$ cat src/common/msg_pkg.sv
package msg_pkg;

	// ####################################################################
	// message format
	// ####################################################################

	localparam int LANE_ID_NBITS = 2; // four lanes at most
	localparam int MSG_DATA_NBITS = 16;

	typedef struct packed {
		logic [LANE_ID_NBITS-1:0] dest; // lane the message is steered to
		logic [MSG_DATA_NBITS-1:0] data;
	} msg_t;

	// ####################################################################
	// queue behavior codes
	// ####################################################################

	localparam int QUEUE_TYPE_NBITS = 4;

	// bit 0 turns on pipe mode and bit 1 turns on bypass mode
	localparam logic [QUEUE_TYPE_NBITS-1:0] QUEUE_NORMAL = 4'b0000;
	localparam logic [QUEUE_TYPE_NBITS-1:0] QUEUE_PIPE = 4'b0001;
	localparam logic [QUEUE_TYPE_NBITS-1:0] QUEUE_BYPASS = 4'b0010;

endpackage

$ cat src/queue/queue_ctrl.sv
`timescale 1ns/1ps

module queue_ctrl #(
	parameter logic [msg_pkg::QUEUE_TYPE_NBITS-1:0] p_type = msg_pkg::QUEUE_NORMAL,
	parameter int p_num_msgs = 4,
	localparam int c_addr_nbits = (p_num_msgs > 1) ? $clog2(p_num_msgs) : 1,
	localparam int c_cnt_nbits = $clog2(p_num_msgs + 1)
) (
	input logic clk,
	input logic arst_n,
	input logic enq_val,
	output logic enq_rdy,
	output logic deq_val,
	input logic deq_rdy,
	output logic write_en,
	output logic [c_addr_nbits-1:0] write_addr,
	output logic [c_addr_nbits-1:0] read_addr,
	output logic bypass_mux_sel,
	output logic [c_cnt_nbits-1:0] num_free_entries
);
	import msg_pkg::*;

	localparam logic c_pipe_en = |(p_type & QUEUE_PIPE);
	localparam logic c_bypass_en = |(p_type & QUEUE_BYPASS);

	logic [c_addr_nbits-1:0] enq_ptr;
	logic [c_addr_nbits-1:0] deq_ptr;
	logic [c_addr_nbits-1:0] enq_ptr_inc;
	logic [c_addr_nbits-1:0] deq_ptr_inc;
	logic full;
	logic empty;
	logic do_enq;
	logic do_deq;
	logic do_pipe;
	logic do_bypass;

	// pointers wrap at the depth, which need not be a power of two
	function automatic logic [c_addr_nbits-1:0] wrap_inc(input logic [c_addr_nbits-1:0] ptr);
		if (ptr == c_addr_nbits'(p_num_msgs - 1)) begin
			return '0;
		end
		return ptr + 1'b1;
	endfunction

	// ####################################################################
	// handshake and mode rules
	// ####################################################################

	assign empty = !full && (enq_ptr == deq_ptr);
	assign do_enq = enq_val && enq_rdy;
	assign do_deq = deq_val && deq_rdy;

	assign do_pipe = c_pipe_en && full && do_enq && do_deq;
	assign do_bypass = c_bypass_en && empty && do_enq && do_deq; // message never lands in storage

	assign enq_rdy = !full || (c_pipe_en && full && deq_rdy);
	assign deq_val = !empty || (c_bypass_en && empty && enq_val);

	assign write_en = do_enq && !do_bypass;
	assign write_addr = enq_ptr;
	assign read_addr = deq_ptr;
	assign bypass_mux_sel = empty; // only matters when bypass can raise deq_val

	assign enq_ptr_inc = wrap_inc(enq_ptr);
	assign deq_ptr_inc = wrap_inc(deq_ptr);

	// ####################################################################
	// pointer and full state
	// ####################################################################

	always_ff @(posedge clk or negedge arst_n) begin
		if (!arst_n) begin
			enq_ptr <= '0;
			deq_ptr <= '0;
			full <= 1'b0;
		end else begin
			if (do_enq && !do_bypass) begin
				enq_ptr <= enq_ptr_inc;
			end
			if (do_deq && !do_bypass) begin
				deq_ptr <= deq_ptr_inc;
			end
			if (do_enq && !do_deq && (enq_ptr_inc == deq_ptr)) begin
				full <= 1'b1; // last free slot just taken
			end else if (do_deq && full && !do_pipe) begin
				full <= 1'b0;
			end
		end
	end

	// equal pointers mean empty unless the full flag is set
	always_comb begin
		if (full) begin
			num_free_entries = '0;
		end else if (enq_ptr >= deq_ptr) begin
			num_free_entries = c_cnt_nbits'(p_num_msgs) - c_cnt_nbits'(enq_ptr - deq_ptr);
		end else begin
			num_free_entries = c_cnt_nbits'(deq_ptr - enq_ptr);
		end
	end

endmodule

$ cat src/queue/queue_dpath.sv
`timescale 1ns/1ps

module queue_dpath #(
	parameter int p_num_msgs = 4,
	localparam int c_addr_nbits = (p_num_msgs > 1) ? $clog2(p_num_msgs) : 1
) (
	input logic clk,
	input logic write_en,
	input logic [c_addr_nbits-1:0] write_addr,
	input logic [c_addr_nbits-1:0] read_addr,
	input logic bypass_mux_sel,
	input msg_pkg::msg_t enq_msg,
	output msg_pkg::msg_t deq_msg
);
	import msg_pkg::*;

	// ####################################################################
	// message storage
	// ####################################################################

	msg_t msg_regs [p_num_msgs];
	msg_t head_msg;

	always_ff @(posedge clk) begin
		if (write_en) begin
			msg_regs[write_addr] <= enq_msg;
		end
	end

	assign head_msg = msg_regs[read_addr];

	// ####################################################################
	// output select
	// ####################################################################

	// an empty queue in bypass mode hands the incoming message straight out
	always_comb begin
		if (bypass_mux_sel) begin
			deq_msg = enq_msg;
		end else begin
			deq_msg = head_msg;
		end
	end

endmodule

$ cat src/queue/msg_queue.sv
`timescale 1ns/1ps

module msg_queue #(
	parameter logic [msg_pkg::QUEUE_TYPE_NBITS-1:0] p_type = msg_pkg::QUEUE_NORMAL,
	parameter int p_num_msgs = 4,
	localparam int c_addr_nbits = (p_num_msgs > 1) ? $clog2(p_num_msgs) : 1,
	localparam int c_cnt_nbits = $clog2(p_num_msgs + 1)
) (
	input logic clk,
	input logic arst_n,
	input logic enq_val,
	output logic enq_rdy,
	input msg_pkg::msg_t enq_msg,
	output logic deq_val,
	input logic deq_rdy,
	output msg_pkg::msg_t deq_msg,
	output logic [c_cnt_nbits-1:0] num_free_entries
);

	// storage controls stay inside the lane buffer
	logic write_en;
	logic [c_addr_nbits-1:0] write_addr;
	logic [c_addr_nbits-1:0] read_addr;
	logic bypass_mux_sel;

	// ####################################################################
	// control
	// ####################################################################

	queue_ctrl #(
		.p_type(p_type),
		.p_num_msgs(p_num_msgs)
	) ctrl_i (
		.clk(clk),
		.arst_n(arst_n),
		.enq_val(enq_val),
		.enq_rdy(enq_rdy),
		.deq_val(deq_val),
		.deq_rdy(deq_rdy),
		.write_en(write_en),
		.write_addr(write_addr),
		.read_addr(read_addr),
		.bypass_mux_sel(bypass_mux_sel),
		.num_free_entries(num_free_entries)
	);

	// ####################################################################
	// datapath
	// ####################################################################

	queue_dpath #(
		.p_num_msgs(p_num_msgs)
	) dpath_i (
		.clk(clk),
		.write_en(write_en),
		.write_addr(write_addr),
		.read_addr(read_addr),
		.bypass_mux_sel(bypass_mux_sel),
		.enq_msg(enq_msg),
		.deq_msg(deq_msg)
	);

endmodule

$ cat src/design/lane_dispatch.sv
`timescale 1ns/1ps

module lane_dispatch #(
	parameter int p_num_lanes = 4
) (
	input logic in_val,
	output logic in_rdy,
	input msg_pkg::msg_t in_msg,
	output logic [p_num_lanes-1:0] enq_val,
	input logic [p_num_lanes-1:0] enq_rdy,
	output msg_pkg::msg_t enq_msg
);
	import msg_pkg::*;

	logic [p_num_lanes-1:0] lane_sel;

	// ####################################################################
	// destination decode
	// ####################################################################

	// a dest at or above p_num_lanes matches no lane and stays unaccepted
	always_comb begin
		lane_sel = '0;
		for (int i = 0; i < p_num_lanes; i++) begin
			if (in_msg.dest == LANE_ID_NBITS'(i)) begin
				lane_sel[i] = 1'b1;
			end
		end
	end

	// ####################################################################
	// handshake steering
	// ####################################################################

	assign enq_val = lane_sel & {p_num_lanes{in_val}};
	assign in_rdy = |(lane_sel & enq_rdy); // ready of the addressed lane only
	assign enq_msg = in_msg; // every lane sees the message, only one gets valid

endmodule

$ cat src/design/lane_arbiter.sv
`timescale 1ns/1ps

module lane_arbiter #(
	parameter int p_num_lanes = 4,
	localparam int c_lane_nbits = (p_num_lanes > 1) ? $clog2(p_num_lanes) : 1
) (
	input logic clk,
	input logic arst_n,
	input logic [p_num_lanes-1:0] deq_val,
	output logic [p_num_lanes-1:0] deq_rdy,
	input msg_pkg::msg_t [p_num_lanes-1:0] deq_msg,
	output logic out_val,
	input logic out_rdy,
	output msg_pkg::msg_t out_msg
);

	logic [c_lane_nbits-1:0] prio_ptr;
	logic [c_lane_nbits-1:0] grant_idx;
	logic [c_lane_nbits-1:0] grant_idx_inc;
	logic [p_num_lanes-1:0] grant;
	logic found;

	// ####################################################################
	// grant search
	// ####################################################################

	// the search walks round the ring from the pointer to the first valid lane
	always_comb begin
		int idx;
		grant = '0;
		grant_idx = '0;
		found = 1'b0;
		for (int off = 0; off < p_num_lanes; off++) begin
			idx = int'(prio_ptr) + off;
			if (idx >= p_num_lanes) begin
				idx = idx - p_num_lanes;
			end
			if (!found && deq_val[idx]) begin
				found = 1'b1;
				grant[idx] = 1'b1;
				grant_idx = c_lane_nbits'(idx);
			end
		end
	end

	assign out_val = found;
	assign out_msg = deq_msg[grant_idx];
	assign deq_rdy = grant & {p_num_lanes{out_rdy}};

	// ####################################################################
	// priority pointer
	// ####################################################################

	assign grant_idx_inc = (grant_idx == c_lane_nbits'(p_num_lanes - 1)) ? '0 : grant_idx + 1'b1;

	always_ff @(posedge clk or negedge arst_n) begin
		if (!arst_n) begin
			prio_ptr <= '0;
		end else if (out_val && out_rdy) begin
			prio_ptr <= grant_idx_inc; // winner drops to lowest priority
		end
	end

endmodule

$ cat src/design/lane_switch.sv
`timescale 1ns/1ps

module lane_switch #(
	parameter int p_num_lanes = 4,
	parameter int p_num_msgs = 4,
	parameter logic [msg_pkg::QUEUE_TYPE_NBITS-1:0] p_queue_type = msg_pkg::QUEUE_NORMAL,
	localparam int c_cnt_nbits = $clog2(p_num_msgs + 1)
) (
	input logic clk,
	input logic arst_n,
	input logic in_val,
	output logic in_rdy,
	input msg_pkg::msg_t in_msg,
	output logic out_val,
	input logic out_rdy,
	output msg_pkg::msg_t out_msg,
	output logic [p_num_lanes-1:0][c_cnt_nbits-1:0] lane_free
);
	import msg_pkg::*;

	logic [p_num_lanes-1:0] enq_val;
	logic [p_num_lanes-1:0] enq_rdy;
	msg_t enq_msg;
	logic [p_num_lanes-1:0] deq_val;
	logic [p_num_lanes-1:0] deq_rdy;
	msg_t [p_num_lanes-1:0] deq_msg;

	// ####################################################################
	// input steering
	// ####################################################################

	lane_dispatch #(
		.p_num_lanes(p_num_lanes)
	) dispatch_i (
		.in_val(in_val),
		.in_rdy(in_rdy),
		.in_msg(in_msg),
		.enq_val(enq_val),
		.enq_rdy(enq_rdy),
		.enq_msg(enq_msg)
	);

	// ####################################################################
	// lane queues
	// ####################################################################

	for (genvar i = 0; i < p_num_lanes; i++) begin : g_lane
		msg_queue #(
			.p_type(p_queue_type),
			.p_num_msgs(p_num_msgs)
		) queue_i (
			.clk(clk),
			.arst_n(arst_n),
			.enq_val(enq_val[i]),
			.enq_rdy(enq_rdy[i]),
			.enq_msg(enq_msg),
			.deq_val(deq_val[i]),
			.deq_rdy(deq_rdy[i]),
			.deq_msg(deq_msg[i]),
			.num_free_entries(lane_free[i]) // credit count for upstream
		);
	end

	// ####################################################################
	// output merge
	// ####################################################################

	lane_arbiter #(
		.p_num_lanes(p_num_lanes)
	) arbiter_i (
		.clk(clk),
		.arst_n(arst_n),
		.deq_val(deq_val),
		.deq_rdy(deq_rdy),
		.deq_msg(deq_msg),
		.out_val(out_val),
		.out_rdy(out_rdy),
		.out_msg(out_msg)
	);

endmodule

$ cat config.mk
export PLATFORM = sky130hd
export DESIGN_NAME = lane_switch
export DESIGN_NICKNAME = d
export VERILOG_FILES = /design/src/common/msg_pkg.sv /design/src/queue/queue_ctrl.sv /design/src/queue/queue_dpath.sv /design/src/queue/msg_queue.sv /design/src/design/lane_dispatch.sv /design/src/design/lane_arbiter.sv /design/src/design/lane_switch.sv
export SDC_FILE = /design/constraint.sdc
export NUM_CORES = 1
export LEC_CHECK = 0
export ABC_AREA = 0
export BUFFER_PORTS_ARGS = -buffer_cell sky130_fd_sc_hd__clkbuf_2
export CORE_ASPECT_RATIO = 0.75
export CORE_MARGIN = 1
export CORE_UTILIZATION = 40
export CTS_BUF_LIST = sky130_fd_sc_hd__clkbuf_2
export CTS_CLUSTER_DIAMETER = 40
export DETAILED_ROUTE_END_ITERATION = 10
export PLACE_DENSITY = 0.63
export SYNTH_ARGS = -nofsm -noshare
export SYNTH_HDL_FRONTEND = slang
export SYNTH_SLANG_ARGS = --single-unit
$ cat constraint.sdc
create_clock -name clk -period 11.2 [get_ports clk]
set_input_delay 0.56 -clock clk [delete_from_list [all_inputs] [get_ports clk]]
set_output_delay 0.56 -clock clk [all_outputs]
set_load 0.02 [all_outputs]
==> flow_metrics.tcl <==
set metrics [dict create \
    status "finished clean" \
    rsz0062_at_grt "false" \
    grt_remaining_overflow 0 \
    ios 54 \
    max_cap_viol_count 0 \
    dr.pass1.iters 5 \
    worst-path-max-fanout 39 \
    core_region_area_um2 32800 \
    fillers 2929 \
    crit_path_top_delay_cell "o22ai_1" \
    ant_nets 0 \
    fin_setup_tns_ns 0 \
    dieArea_um2 34500 \
    worstSetupPathType "reg -> out" \
    netlist_instances 789 \
    gp_congestion 0.874 \
    max_freq_mhz 156 \
    cts_tree "yes" \
    synth_area_um2 13500 \
    worst_pin_slew_ns 1.22 \
    syn2layout_area_growth_pct 10.9 \
    wl_um 32200 \
    grt_pass1_vias 7641 \
    seq_area_um2 9200 \
    cts_buffer_depth 3 \
    ys_warn_count 0 \
    grt_pass1_wl_um 48400 \
    drv_slew 0 \
    ys_ff_latch 310 \
    finalSetupViolCount 0 \
    grt_max_degree 40 \
    syn_area_per_cell_um2 17.1 \
    numPortBuffers 53 \
    min_period_ns 6.41 \
    hp-class "in -> reg" \
    ys_seq_area_frac 0.680 \
    die_h_um 161 \
    vias 7750 \
    clock-root-buffer "clkbuf_2" \
    worstReg2RegStart "g_lane[2].queue_i.ctrl_i.read_addr[0]" \
    period_share 0.572 \
    skew_ns 0.0711 \
    rr_worst_depth 10 \
    drt-wirelength-per-cell_um 23.1 \
    cts_resized 0 \
    dp_hpwl_um 20100 \
    critPathTopFamily "compound AO/OA/AOI/OAI gates" \
    crit_arrival_ns 5.85 \
    grt_usage 0.191 \
    hold_violations 0 \
    path_depth 12 \
    die_w_um 214 \
    cts_made_buffers 75 \
    worst_ep_required_time_ns 10.64 \
    relSlewSlack 0.189 \
    syn_nets 851 \
    synthFlopType "edfxtp_1" \
    drive_gt1_frac 0.299 \
    min-delay-start "in_msg[8]" \
    drc 0 \
    critical_path_buf_inv_count 4 \
    rows 57 \
    min_path_cells 1 \
    cts_num_sinks 310 \
    synth_edf_count 288 \
    cp-end-kind "primary output" \
    final_nets 956 \
    worstPathCellList "buf_4 -> inv_1 -> ha_1 -> nand3b_1 -> o22ai_1 -> o22ai_1 -> o22a_1 -> a211o_1 -> buf_4 -> mux2_1 -> o32ai_1 -> clkbuf_2" \
    cts-htree-levels 3 \
    final_cell_mix "edfxtp_1 (288), clkbuf_2 (162), mux4_2 (76)" \
    crit_path_start_kind "flop" \
    multi_input_area_um2 4060 \
    start_util 0.412 \
    crit_start "g_lane[2].queue_i.ctrl_i.read_addr[0]" \
    async_flop_share 0.0710 \
    cp_slowest_stage_delay_ns 0.72 \
    via_per_inst 5.57 \
    mostFrequentLayoutCell "edfxtp_1" \
    drt_iter0_drc 676 \
    antenna_found_initial 2 \
    clk_latency_ns 0.89 \
    clk_transition_reported_paths_ns 0.11 \
    yosysUniqueCellTypes 57 \
]
[cell families (layout without fill, tap and decap cells)]
group / count (synthesis) / after routing / synth area share
AO/OA/AOI/OAI: 94 / 94 / 0.0481
buffers and inverters: 62 / 221 / 0.0198
XOR/XNOR: 7 / 7 / 0.00454
adder cells (fa/ha/maj): 40 / 40 / 0.0392
AND/OR/NAND/NOR: 188 / 188 / 0.0714
flip-flops: 310 / 310 / 0.680
multiplexers: 88 / 88 / 0.136
other: 0 / 1 / 0
[registers in the layout (all words and copies together) (netlist names), named ones only]
name                              cells
g_lane.queue_i.ctrl_i.full            4
g_lane.queue_i.ctrl_i.read_addr       8
g_lane.queue_i.ctrl_i.write_addr      8
g_lane.queue_i.dpath_i.msg_regs     288
arbiter_i.prio_ptr                    1
[what timing repair did]
action                    in CTS  in global routing
hold buffers                   2                  0
hold endpoints to repair      23                  0
buffers inserted               0                  0
[cell usage after synthesis, types with 7 or more instances]
master | number | share of area
nor3_1 | 11 | 0.0041
a311oi_1 | 8 | 0.0052
a41oi_1 | 13 | 0.0084
edfxtp_1 | 288 | 0.64
xnor2_1 | 7 | 0.0045
mux2_2 | 9 | 0.0075
nand3_1 | 28 | 0.010
dfrtp_1 | 22 | 0.041
mux4_2 | 76 | 0.13
and2_1 | 24 | 0.011
nor2_1 | 38 | 0.011
a21oi_1 | 15 | 0.0056
inv_1 | 18 | 0.0050
or3_1 | 9 | 0.0042
ha_1 | 36 | 0.033
buf_2 | 10 | 0.0037
o21ai_0 | 24 | 0.0089
buf_1 | 9 | 0.0025
clkbuf_1 | 20 | 0.0056
nand2_1 | 43 | 0.012
[layout make-up]
type,count,share of cell area
Timing Repair Buffer,71,0.0270
Tap cell,442,0.0369
Clock buffer,109,0.0364
Antenna cell,1,0.000167
Clock inverter,22,0.0104
Sequential cell,310,0.614
Inverter,19,0.00476
Multi-Input combinational cell,417,0.271
[worst register-to-register path, delay by kind of cell, from the launching register on]
family	cells	cell delay, ns
AO/OA/AOI/OAI	3	0.72
XOR/XNOR	1	0.39
adder cells (fa/ha/maj)	1	0.36
buffers and inverters	2	0.48
flip-flops	1	0.34
multiplexers	1	0.74
AND/OR/NAND/NOR	2	1.38
[worst paths after layout]
check / to / slack [ns]
max reg2reg: arbiter_i.prio_ptr[1] / 6.72
min reg2reg: g_lane[3].queue_i.ctrl_i.full / 0.65
min in group asynchronous: g_lane[0].queue_i.ctrl_i.write_addr[0] / 0.27
min: g_lane[3].queue_i.dpath_i.msg_regs[3][8] / 0.15
max: out_msg[16] / 4.79
max in group asynchronous: g_lane[0].queue_i.ctrl_i.read_addr[1] / 10.44
[routing by layer]
metal / up-vias / GRT usage / part of all wire
met5: - / 0 / 0.00037
met4: 2 / 0.0646 / 0.020
met3: 54 / 0.0505 / 0.082
met2: 317 / 0.271 / 0.44
met1: 3970 / 0.283 / 0.45
li1: 3407 / - / -
[per-stage QoR]
stage | cell area [um2] | setup slack [ns] | hold slack [ns] | utilization | cells
2_1_floorplan | 13500 | 6.47 | 0.264 | - | 789
3_3_place_gp | 14300 | 5.83 | 0.619 | 0.435 | 1257
3_5_place_dp | 14300 | 5.82 | 0.614 | 0.435 | 1257
4_1_cts | 15000 | 4.83 | 0.0611 | 0.457 | 1390
5_1_grt | 15000 | 4.31 | 0.0660 | 0.457 | 1391
6_report | 15000 | 4.79 | 0.149 | 0.457 | 1391
Power is not shown: default switching activity piles up to over one toggle a cycle in this logic, so the estimate is an artifact.
